**src/rtl/mq_pkg.sv**
```systemverilog
package mq_pkg;

  // Queue numbering
  localparam int NUMQ = 4;
  localparam int BITQ = 2;

  // Shared buffer
  localparam int NUMADDR = 16;
  localparam int BITADDR = 4;
  localparam int BITCNT = 5;  // Holds 0 to NUMADDR

  localparam int WIDTH = 16;

  typedef enum logic {
    FL_INIT,  // Loading pointers after reset
    FL_RUN
  } fl_state_t;

endpackage

```
**src/rtl/mq_mem_if.sv**
```systemverilog
`timescale 1ns/10ps

interface mq_mem_if;

  logic                        wr_en;
  logic [mq_pkg::BITADDR-1:0]  wr_ptr;
  logic [mq_pkg::WIDTH-1:0]    wr_data;
  logic                        rd_en;
  logic [mq_pkg::BITADDR-1:0]  rd_ptr;

  // Queue control side
  modport ctrl (output wr_en, output wr_ptr, output wr_data, output rd_en, output rd_ptr);

  // Data memory side
  modport data (input wr_en, input wr_ptr, input wr_data, input rd_en, input rd_ptr);

endinterface

```
**src/rtl/mq_free_list.sv**
```systemverilog
`timescale 1ns/10ps

module mq_free_list (
  input  logic                        clk,
  input  logic                        rst,
  input  logic                        alloc,
  output logic [mq_pkg::BITADDR-1:0]  alloc_ptr,
  input  logic                        release_en,
  input  logic [mq_pkg::BITADDR-1:0]  release_ptr,
  output logic                        full,
  output logic                        ready
);

  mq_pkg::fl_state_t           state;
  logic [mq_pkg::BITADDR-1:0]  stack [mq_pkg::NUMADDR];
  logic [mq_pkg::BITCNT-1:0]   depth;  // Free pointers held
  logic [mq_pkg::BITADDR-1:0]  init_ptr;
  logic [mq_pkg::BITADDR-1:0]  top;

  assign top = depth[mq_pkg::BITADDR-1:0] - 1'b1;  // Wraps to last slot when depth is NUMADDR
  assign alloc_ptr = stack[top];
  assign ready = (state == mq_pkg::FL_RUN);
  assign full = ready && (depth == '0);

  always_ff @(posedge clk) begin
    if (rst) begin
      state <= mq_pkg::FL_INIT;
      depth <= '0;
      init_ptr <= '0;
    end else if (state == mq_pkg::FL_INIT) begin
      init_ptr <= init_ptr + 1'b1;
      depth <= depth + 1'b1;
      if (&init_ptr) begin  // Last pointer loaded
        state <= mq_pkg::FL_RUN;
      end
    end else begin
      case ({alloc, release_en})
        2'b10:   depth <= depth - 1'b1;
        2'b01:   depth <= depth + 1'b1;
        default: depth <= depth;  // Swap keeps the depth
      endcase
    end
  end

  // Stack contents
  always_ff @(posedge clk) begin
    if (state == mq_pkg::FL_INIT) begin
      stack[init_ptr] <= init_ptr;
    end else if (alloc && release_en) begin
      stack[top] <= release_ptr;  // Replace the popped top
    end else if (release_en) begin
      stack[depth[mq_pkg::BITADDR-1:0]] <= release_ptr;
    end
  end

endmodule

```
**src/rtl/mq_queue_ctrl.sv**
```systemverilog
`timescale 1ns/10ps

module mq_queue_ctrl (
  input  logic                        clk,
  input  logic                        rst,
  input  logic                        push,
  input  logic [mq_pkg::BITQ-1:0]     pu_prt,
  input  logic [mq_pkg::WIDTH-1:0]    pu_din,
  input  logic                        pop,
  input  logic [mq_pkg::BITQ-1:0]     po_prt,
  input  logic                        cp_read,
  input  logic [mq_pkg::BITQ-1:0]     cp_adr,
  input  logic                        ready,
  input  logic                        full,
  input  logic [mq_pkg::BITADDR-1:0]  alloc_ptr,
  output logic                        alloc,
  output logic                        release_en,
  output logic [mq_pkg::BITADDR-1:0]  release_ptr,
  mq_mem_if.ctrl                      mem,
  output logic                        cp_vld,
  output logic [mq_pkg::BITCNT-1:0]   cp_dout
);

  logic [mq_pkg::BITADDR-1:0]  head [mq_pkg::NUMQ];
  logic [mq_pkg::BITADDR-1:0]  tail [mq_pkg::NUMQ];
  logic [mq_pkg::BITCNT-1:0]   cnt [mq_pkg::NUMQ];
  logic [mq_pkg::BITCNT-1:0]   cnt_nxt [mq_pkg::NUMQ];
  logic [mq_pkg::BITADDR-1:0]  link [mq_pkg::NUMADDR];  // Next entry of each chain

  logic                        pu_acc;
  logic                        po_acc;
  logic                        pu_first;
  logic                        po_handoff;

  logic                        wr_en_q;
  logic [mq_pkg::BITADDR-1:0]  wr_ptr_q;
  logic [mq_pkg::WIDTH-1:0]    wr_data_q;
  logic                        rd_en_q;
  logic [mq_pkg::BITADDR-1:0]  rd_ptr_q;
  logic                        cp_vld_q;
  logic [mq_pkg::BITCNT-1:0]   cp_cnt_q;

  assign pu_acc = push && ready && !full;
  assign po_acc = pop && ready && (cnt[po_prt] != '0);
  assign pu_first = (cnt[pu_prt] == '0);
  // Last entry popped while a push lands on the same queue
  assign po_handoff = pu_acc && (pu_prt == po_prt) && (head[po_prt] == tail[po_prt]);

  assign alloc = pu_acc;
  assign release_en = po_acc;
  assign release_ptr = head[po_prt];

  always_comb begin
    cnt_nxt = cnt;
    if (pu_acc) begin
      cnt_nxt[pu_prt] = cnt_nxt[pu_prt] + 1'b1;
    end
    if (po_acc) begin
      cnt_nxt[po_prt] = cnt_nxt[po_prt] - 1'b1;
    end
  end

  always_ff @(posedge clk) begin
    if (rst) begin
      cnt <= '{default: '0};
    end else begin
      cnt <= cnt_nxt;
    end
  end

  // Pointers only meaningful while the count is nonzero
  always_ff @(posedge clk) begin
    if (pu_acc) begin
      tail[pu_prt] <= alloc_ptr;
      if (pu_first) begin
        head[pu_prt] <= alloc_ptr;
      end else begin
        link[tail[pu_prt]] <= alloc_ptr;
      end
    end
    if (po_acc) begin
      head[po_prt] <= po_handoff ? alloc_ptr : link[head[po_prt]];
    end
  end

  // Two stage operation pipe toward the data stage and CPU port
  always_ff @(posedge clk) begin
    if (rst) begin
      wr_en_q <= 1'b0;
      rd_en_q <= 1'b0;
      cp_vld_q <= 1'b0;
      mem.wr_en <= 1'b0;
      mem.rd_en <= 1'b0;
      cp_vld <= 1'b0;
    end else begin
      wr_en_q <= pu_acc;
      rd_en_q <= po_acc;
      cp_vld_q <= cp_read;
      mem.wr_en <= wr_en_q;
      mem.rd_en <= rd_en_q;
      cp_vld <= cp_vld_q;
    end
  end

  always_ff @(posedge clk) begin
    wr_ptr_q <= alloc_ptr;
    wr_data_q <= pu_din;
    rd_ptr_q <= head[po_prt];
    cp_cnt_q <= cnt[cp_adr];  // Count before this edge's update
    mem.wr_ptr <= wr_ptr_q;
    mem.wr_data <= wr_data_q;
    mem.rd_ptr <= rd_ptr_q;
    cp_dout <= cp_cnt_q;
  end

endmodule

```
**src/rtl/mq_data_stage.sv**
```systemverilog
`timescale 1ns/10ps

module mq_data_stage (
  input  logic                      clk,
  input  logic                      rst,
  mq_mem_if.data                    mem,
  output logic                      po_vld,
  output logic [mq_pkg::WIDTH-1:0]  po_dout
);

  logic [mq_pkg::WIDTH-1:0] ram [mq_pkg::NUMADDR];

  // Write and read share the edge; a read never targets the entry written here
  always_ff @(posedge clk) begin
    if (mem.wr_en) begin
      ram[mem.wr_ptr] <= mem.wr_data;
    end
    if (mem.rd_en) begin
      po_dout <= ram[mem.rd_ptr];
    end
  end

  always_ff @(posedge clk) begin
    if (rst) begin
      po_vld <= 1'b0;
    end else begin
      po_vld <= mem.rd_en;  // One cycle strobe
    end
  end

endmodule

```
**src/rtl/mq_top.sv**
```systemverilog
`timescale 1ns/10ps

module mq_top (
  input  logic                        clk,
  input  logic                        rst,
  input  logic                        push,
  input  logic [mq_pkg::BITQ-1:0]     pu_prt,
  input  logic [mq_pkg::WIDTH-1:0]    pu_din,
  input  logic                        pop,
  input  logic [mq_pkg::BITQ-1:0]     po_prt,
  input  logic                        cp_read,
  input  logic [mq_pkg::BITQ-1:0]     cp_adr,
  output logic                        ready,
  output logic                        full,
  output logic                        po_vld,
  output logic [mq_pkg::WIDTH-1:0]    po_dout,
  output logic                        cp_vld,
  output logic [mq_pkg::BITCNT-1:0]   cp_dout
);

  logic                        alloc;
  logic [mq_pkg::BITADDR-1:0]  alloc_ptr;
  logic                        release_en;
  logic [mq_pkg::BITADDR-1:0]  release_ptr;

  mq_mem_if mem ();

  mq_free_list u_free_list (
    .clk         (clk),
    .rst         (rst),
    .alloc       (alloc),
    .alloc_ptr   (alloc_ptr),
    .release_en  (release_en),
    .release_ptr (release_ptr),
    .full        (full),
    .ready       (ready)
  );

  mq_queue_ctrl u_queue_ctrl (
    .clk         (clk),
    .rst         (rst),
    .push        (push),
    .pu_prt      (pu_prt),
    .pu_din      (pu_din),
    .pop         (pop),
    .po_prt      (po_prt),
    .cp_read     (cp_read),
    .cp_adr      (cp_adr),
    .ready       (ready),
    .full        (full),
    .alloc_ptr   (alloc_ptr),
    .alloc       (alloc),
    .release_en  (release_en),
    .release_ptr (release_ptr),
    .mem         (mem.ctrl),
    .cp_vld      (cp_vld),
    .cp_dout     (cp_dout)
  );

  mq_data_stage u_data_stage (
    .clk     (clk),
    .rst     (rst),
    .mem     (mem.data),
    .po_vld  (po_vld),
    .po_dout (po_dout)
  );

endmodule

```
**config.mk**
```make
export PLATFORM = sky130hd
export DESIGN_NAME = mq_top
export DESIGN_NICKNAME = d
export VERILOG_FILES = /design/src/rtl/mq_pkg.sv /design/src/rtl/mq_mem_if.sv /design/src/rtl/mq_free_list.sv /design/src/rtl/mq_queue_ctrl.sv /design/src/rtl/mq_data_stage.sv /design/src/rtl/mq_top.sv
export SDC_FILE = /design/constraint.sdc
export NUM_CORES = 1
export LEC_CHECK = 0
export ABC_CLOCK_PERIOD_IN_PS = 4300
export BUFFER_PORTS_ARGS = -buffer_cell sky130_fd_sc_hd__buf_2
export CAP_MARGIN = 20
export CELL_PAD_IN_SITES_DETAIL_PLACEMENT = 1
export CELL_PAD_IN_SITES_GLOBAL_PLACEMENT = 1
export CORE_MARGIN = 2
export CORE_UTILIZATION = 54
export DETAILED_ROUTE_END_ITERATION = 16
export PLACE_DENSITY_LB_ADDON = 0.05
export SLEW_MARGIN = 20
export SYNTH_ARGS = -nofsm -noshare
export SYNTH_HDL_FRONTEND = slang
export SYNTH_HIERARCHICAL = 1
export SYNTH_SLANG_ARGS = --single-unit
```
**constraint.sdc**
```tcl
create_clock -name clk -period 4.3 [get_ports clk]
set_clock_uncertainty 0.05 [all_clocks]
set_input_delay 0.645 -clock clk [delete_from_list [all_inputs] [get_ports clk]]
set_output_delay 0.645 -clock clk [all_outputs]
set_load 0.01 [all_outputs]
```
After elaboration in Yosys (flattened, before gate mapping) --
Memory sizes are Yosys's and may differ from the RTL's. A register that Yosys moved wholly into a read port is not among the register bits. Cells that the tools add are included.
Cells by class: order comparisons 5, shift operators 0, equal/unequal tests 5, muxes and demuxes 50, add/sub/neg operators 6, bitwise logic cells 3, multiply operators 0, reduce and logical (&&, ||, !) cells 17, divide/modulo/power cells 0
Operators with widths (count):
- 5-bit two-way mux | 11
- 5-bit binary-select mux with 2-bit select | 4
- 20-bit bitwise mux | 2
- 20-bit two-way mux | 2
- 1-bit two-way mux | 23
- 5-bit demux with 2-bit select | 2
- 4-bit two-way mux | 5
- 5-bit by 1-bit adder with 5-bit output, second input constant | 2
- 1-bit logical AND | 10
- 5-bit logical NOT | 2
- 5-bit case mux with 2 select lines | 1
- 5-bit by 1-bit subtractor with 5-bit output, second input constant | 2
- 3-bit greater-or-equal comparator, second input constant | 3
- 2-bit inverter with 3-bit output | 3
- 4-bit OR reduction | 2
- 3-bit by 1-bit less-than comparator with 1-bit output, second input constant | 2
- 5-bit nonzero test | 1
- 4-bit by 1-bit adder with 4-bit output, second input constant | 1
- 4-bit == test | 1
- 4-bit AND reduction | 1
- 4-bit by 1-bit subtractor with 4-bit output, second input constant | 1
- 3-bit != test, second input constant | 1
- 2-bit by 1-bit == test with 1-bit output, second input constant | 1
- 2-bit == test | 1
- other kinds (2) | 2
Word-level totals: RAM bits 416, output and inout bits 25, latch bits 0, word-level logic and storage cells 113, input bits 27, register bits after elaboration 95, memories 5, memory bits (read-only) 0
Memory list:
- u_data_stage.ram | words 16, bits a word 16, read ports 1, clocked after memory_dff 1, wr ports 1, line mq_data_stage.sv:11 | logic [mq_pkg::WIDTH-1:0] ram [mq_pkg::NUMADDR];
- u_free_list.stack | words 16, bits a word 4, read ports 1, clocked after memory_dff 0, wr ports 1, line mq_free_list.sv:15 | logic [mq_pkg::BITADDR-1:0] stack [mq_pkg::NUMADDR];
- u_queue_ctrl.link | words 16, bits a word 4, read ports 1, clocked after memory_dff 0, wr ports 1, line mq_queue_ctrl.sv:28 | logic [mq_pkg::BITADDR-1:0] link [mq_pkg::NUMADDR];
- u_queue_ctrl.head | words 4, bits a word 4, read ports 1, clocked after memory_dff 0, wr ports 2, line mq_queue_ctrl.sv:24 | logic [mq_pkg::BITADDR-1:0] head [mq_pkg::NUMQ];
- u_queue_ctrl.tail | words 4, bits a word 4, read ports 2, clocked after memory_dff 0, wr ports 1, line mq_queue_ctrl.sv:25 | logic [mq_pkg::BITADDR-1:0] tail [mq_pkg::NUMQ];

Logic depth before layout (Yosys ltp) --
word-level depth 13, depth in mapped cells 18, depth with buffers taken out 16

Hierarchy --
Netlist, hierarchy kept.
By module, submodules not included:
- mq_data_stage | area an instance 10229.8 um^2, seq. area each 8187.9 um^2, cells each 434, instances 1
- mq_queue_ctrl | area an instance 7374.6 um^2, seq. area each 4564.4 um^2, cells each 526, instances 1
- mq_free_list | area an instance 3369.5 um^2, seq. area each 2122.0 um^2, cells each 255, instances 1

Worst setup path before layout --
OpenSTA, ideal clock, no wires.
path kind register -> register, from reg u_free_list/depth[0] in the netlist's numbering, to reg u_queue_ctrl/cnt[4] in the netlist's numbering, period minus slack after synthesis 3861 ps, data arrival time 3751 ps, buffers on the path 2, required time 4191 ps, stages on the path, launching flop included 19, setup slack 439 ps, library setup time 59 ps, cells stage by stage dfxtp_1 > buf_4 > buf_4 > inv_1 > ha_1 > nand2_1 > nor4_1 > and4b_1 > nand2_1 > xor2_1 > mux2i_1 > mux2_2 > inv_1 > ha_1 > nand2_1 > nor2_1 > o2111ai_1 > or4_1 > nand2_1
Between the ends: longest elaborated chain between the ends 11
RTL lines:
- start, declared | line mq_free_list.sv:16 | logic [mq_pkg::BITCNT-1:0] depth;
- start signal, assigned | line mq_free_list.sv:32 | depth <= depth + 1'b1;
- start signal, assigned | line mq_free_list.sv:38 | 2'b10: depth <= depth - 1'b1;
- start signal, assigned | line mq_free_list.sv:39 | 2'b01: depth <= depth + 1'b1;
- 5-bit logical NOT * | line mq_free_list.sv:23 | assign full = ready && (depth == '0);
- 1-bit logical AND * | line mq_free_list.sv:23
- net full | line mq_top.sv:14 | output logic full,
- 1-bit logical NOT * | line mq_queue_ctrl.sv:43 | assign pu_acc = push && ready && !full;
- 1-bit logical AND * | line mq_queue_ctrl.sv:43
- 20-bit two-way mux * | line mq_queue_ctrl.sv:55 | if (pu_acc) begin
- 5-bit binary-select mux with 2-bit select | line mq_queue_ctrl.sv:59 | cnt_nxt[po_prt] = cnt_nxt[po_prt] - 1'b1;
- 5-bit two-way mux (implied by the code) (2 in series) | line mq_queue_ctrl.sv:59
- 5-bit by 1-bit subtractor with 5-bit output | line mq_queue_ctrl.sv:59
- 20-bit bitwise mux | line mq_queue_ctrl.sv:59
- 20-bit two-way mux * | line mq_queue_ctrl.sv:58 | if (po_acc) begin
- end signal, assigned | line mq_queue_ctrl.sv:67 | cnt <= cnt_nxt;
- end, declared | line mq_queue_ctrl.sv:26 | logic [mq_pkg::BITCNT-1:0] cnt [mq_pkg::NUMQ];
The timed path passes the listed nets; every way through them passes the cells marked *. The select of a mux whose other input is x is not followed. A chain may end at the register's enable or synchronous reset.

Final worst setup path --
from reg u_free_list/depth[1] in the netlist's numbering, to reg u_queue_ctrl/cnt[9] in the netlist's numbering
Between the ends: longest elaborated chain between the ends 11
RTL lines (line):
- 5-bit logical NOT * | mq_free_list.sv:23
- 1-bit logical AND * | mq_free_list.sv:23
- 1-bit logical NOT * | mq_queue_ctrl.sv:43
- 1-bit logical AND * | mq_queue_ctrl.sv:43
- 20-bit two-way mux * | mq_queue_ctrl.sv:55
- 5-bit binary-select mux with 2-bit select | mq_queue_ctrl.sv:59
- 5-bit two-way mux (implied by the code) (2 in series) | mq_queue_ctrl.sv:59
- 5-bit by 1-bit subtractor with 5-bit output | mq_queue_ctrl.sv:59
- 20-bit bitwise mux | mq_queue_ctrl.sv:59
- 20-bit two-way mux * | mq_queue_ctrl.sv:58
Every way passes the cells marked *; elsewhere a longest branch is shown, timed or not. The select of a mux whose other input is x is not followed.

==> flow_summary_export.csv <==
group,metric,value,unit
status,status,"finished clean",
setup_path,cp-start-kind,"register",
timing,maxSlewHeadroom,23.0,%
synthesis,syn_nets,1249,
clock_network,clockBufferDepth,3,
timing,finalCriticalPeriod,3.77,ns
pwr,p_clk_share,41.7,%
detailed_routing,wire_per_inst,26.0,um
detailed_routing,drtAntennaViolNets,0,
clock_network,ctsResizeCount,0,
timing,rsz0062_at_grt,"false",
detailed_routing,vias,11300,
grt,grtUsageTotal,24.7,%
clock_network,numCtsBuffers,53,
synthesis,synth_top_area_share,61.9,%
finish,design_area,0.0237,mm2
setup_path,worstPathRequired,4.69,ns
timing,max_freq,0.265,GHz
pwr,pwr-share-seq,52.3,%
synthesis,synth_area_leaders,"edfxtp_1, dfxtp_1, mux4_2",
finish,seq_area,0.0149,mm2
timing,tightest_slew,1.15,ns
finish,multi_input_area,0.00580,mm2
finish,n_fill_cell,3388,
pwr,powerDensity,463,mW/mm2
synthesis,ys.flop_type,"edfxtp_1",
finish,area_delta_synth_final,13.2,%
setup_path,cp-end-kind,"register",
setup_path,critPathMaxFanout,8,
timing,setup_slack,0.525,ns
pwr,p_leak,8.14,nW
floorplan,core,0.0385,mm2
synthesis,yosysWarnings,6,
clock_network,cts_tree,"built",
synthesis,synth.top_cells.by_count,"edfxtp_1, dfxtp_1, nand2_1",
clock_network,root_buffer,"clkbuf_16",
placement,dp_worst_setup_slack,0.336,ns
finish,finish.utilization,61.7,%
placement,dpl-instance-area,0.0220,mm2
synthesis,post_synth.cell_area_avg,17.3,um2
timing,tns,0,ns
min_path,min_path_type,"input port to register",
floorplan,ios,52,
timing,finalHoldViolations,0,
synthesis,yosys_register_bits,527,
pwr,p_int,0.00865,W
grt,antenna_found_initial,0,
clock_network,ctsHoldBuffers,0,
floorplan,die_x,201,um
detailed_routing,drt-initial-drc-count,834,
clock_network,clock_latency,0.60,ns
floorplan,die_area,0.0404,mm2
detailed_routing,viasPerCell,6.07,
finish,drive_above_1_share,22.9,%
pwr,peakVddDrop,0.000329,V
pwr,comb_power_share,6.0,%
pwr,p_switching,0.00235,W
placement,gp_congestion,0.883,
finish,num_antenna_cells,0,
synthesis,synth_cells,1215,
timing,setup_viol,0,
timing,slew_violations,0,
synthesis,synth_most_common_cell,"edfxtp_1",
timing,timing.hold.ws,0.103,ns
clock_network,cts.clk_slew.worst_paths,0.06,ns
detailed_routing,dr.pass1.iters,5,
synthesis,synthArstFlopShare,0,%
grt,globalRouteOverflowTotal,0,
placement,dpl.hpwl,30.9,mm
setup_path,worst_ep_arrival_time,4.16,ns
pwr,p_sw_share,21.4,%
setup_path,worstSetupPathType,"register to register",
grt,grt_max_degree,65,
synthesis,synth_edf_count,432,
grt,grt_first_pass_wirelength,74.6,mm
detailed_routing,drt_wl_total,48.7,mm
grt,first_global_vias,12100,
finish,nets,1340,
synthesis,ys_seq_area_share,70.9,%
floorplan,initial_core_util,54.5,%
timing,fin_crit_sh,87.8,%
synthesis,synth.distinct_cells,76,
detailed_routing,drc,0,
synthesis,synth_top_area_cell,"edfxtp_1",
clock_network,post_cts_buffers,0,
flow_run,cap_violations,0,
floorplan,num_rows,72,
placement,numPortBuffers,51,
clock_network,clkSinkCount,527,
synthesis,syn_area,0.0210,mm2
clock_network,htreeDepth,2,
floorplan,die_y,201,um
worst max-delay path, cell delays in order (launching register included):
cell and delay, ns:
dfxtp_1 0.51, inv_1 0.11, ha_1 0.20, nand2_1 0.06, nor4_1 0.04, buf_4 0.19, nand4b_1 0.33, nor2_2 0.22
xnor2_1 0.16, mux2i_1 0.19, mux2_2 0.34, inv_1 0.09, ha_1 0.23, nand2_1 0.07, nor4_1 0.52, a31o_2 0.24
a21oi_1 0.05
final timing paths:
kind / startpoint / end / slack (ns) / cells past startpoint
setup reg to reg: u_free_list/depth[1] / u_queue_ctrl/cnt[9] / 0.53 / 16
hold reg to reg: u_queue_ctrl/wr_ptr_q[3] / u_queue_ctrl/mem.wr_ptr[3] / 0.27 / 0
setup / recovery: u_free_list/depth[1] / u_queue_ctrl/cnt[9] / 0.53 / 16
hold / removal: pu_din[5] / u_queue_ctrl/wr_data_q[5] / 0.10 / 1
cell usage in the layout (no fill, tap or decap), types with 7 or more instances in the layout:
master	n
edfxtp_1	432
clkinv_2	7
a22oi_1	38
nand4_1	10
clkbuf_16	56
a211oi_1	12
clkbuf_1	18
dfxtp_1	93
nand2b_1	9
mux2_2	21
xnor2_1	15
o21ai_0	8
mux4_1	17
mux4_2	77
nor2_2	10
nand3_1	13
nor2b_1	15
buf_2	51
nand2_1	83
xor2_1	11
nor2_1	67
a21oi_1	12
inv_1	15
and2_1	7
buf_4	43
ha_1	7
or4_1	9
nor3_1	11
nor4_1	7
mux2i_1	69
registers in the layout, summed over array words and instances (netlist names), 4 cells and up:
signal,count
u_data_stage/ram,256
u_free_list/stack,64
u_queue_ctrl/link,64
u_queue_ctrl/cnt,20
u_data_stage/po_dout,16
u_queue_ctrl/head,16
u_queue_ctrl/mem.wr_data,16
u_queue_ctrl/tail,16
u_queue_ctrl/wr_data_q,16
u_free_list/depth,5
u_queue_ctrl/cp_cnt_q,5
u_queue_ctrl/cp_dout,5
u_free_list/init_ptr,4
u_queue_ctrl/mem.rd_ptr,4
u_queue_ctrl/mem.wr_ptr,4
u_queue_ctrl/rd_ptr_q,4
u_queue_ctrl/wr_ptr_q,4
per-stage QoR:
| step | instances | total power, W |
|---|---|---|
| floorplan | 1215 | 0.00627 |
| global placement | 1768 | 0.00649 |
| detailed placement | 1769 | 0.00652 |
| CTS | 1868 | 0.0111 |
| global route | 1868 | 0.0113 |
| finish | 1868 | 0.0110 |
layout make-up:
type | instances | share of cell area [%]
clock buffer | 80 | 6.53
clock inverter | 19 | 0.864
inverter | 15 | 0.237
multi-input combinational | 614 | 24.4
sequential | 527 | 62.7
tap | 518 | 2.73
timing repair buffer | 95 | 2.52
power by group through the flow:
stage                     clock (W)  combinational, W  sequential, W
after floorplan                   0          0.000453        0.00582
after global placement            0          0.000637        0.00585
after detailed placement          0          0.000658        0.00586
after CTS                   0.00469          0.000664        0.00575
after global routing        0.00486          0.000713        0.00576
final                       0.00458          0.000661        0.00575
kinds of logic after synthesis:
logic type,share of synthesized area (%)
compound gates,3.96
xor+xnor,1.21
fa+ha+maj,0.418
buf+inv,1.80
flops,70.9
mux,15.0
simple gates,6.75
layer usage:
layer	up-vias	track usage, %	share of wire [%]
met2	328	41.1	49
li1	5006	-	-
met3	83	3.80	5.1
met5	-	0	0
met4	0	7.67	2.6
met1	5919	33.8	43
Note: power is estimated with default switching activity, not from simulation.
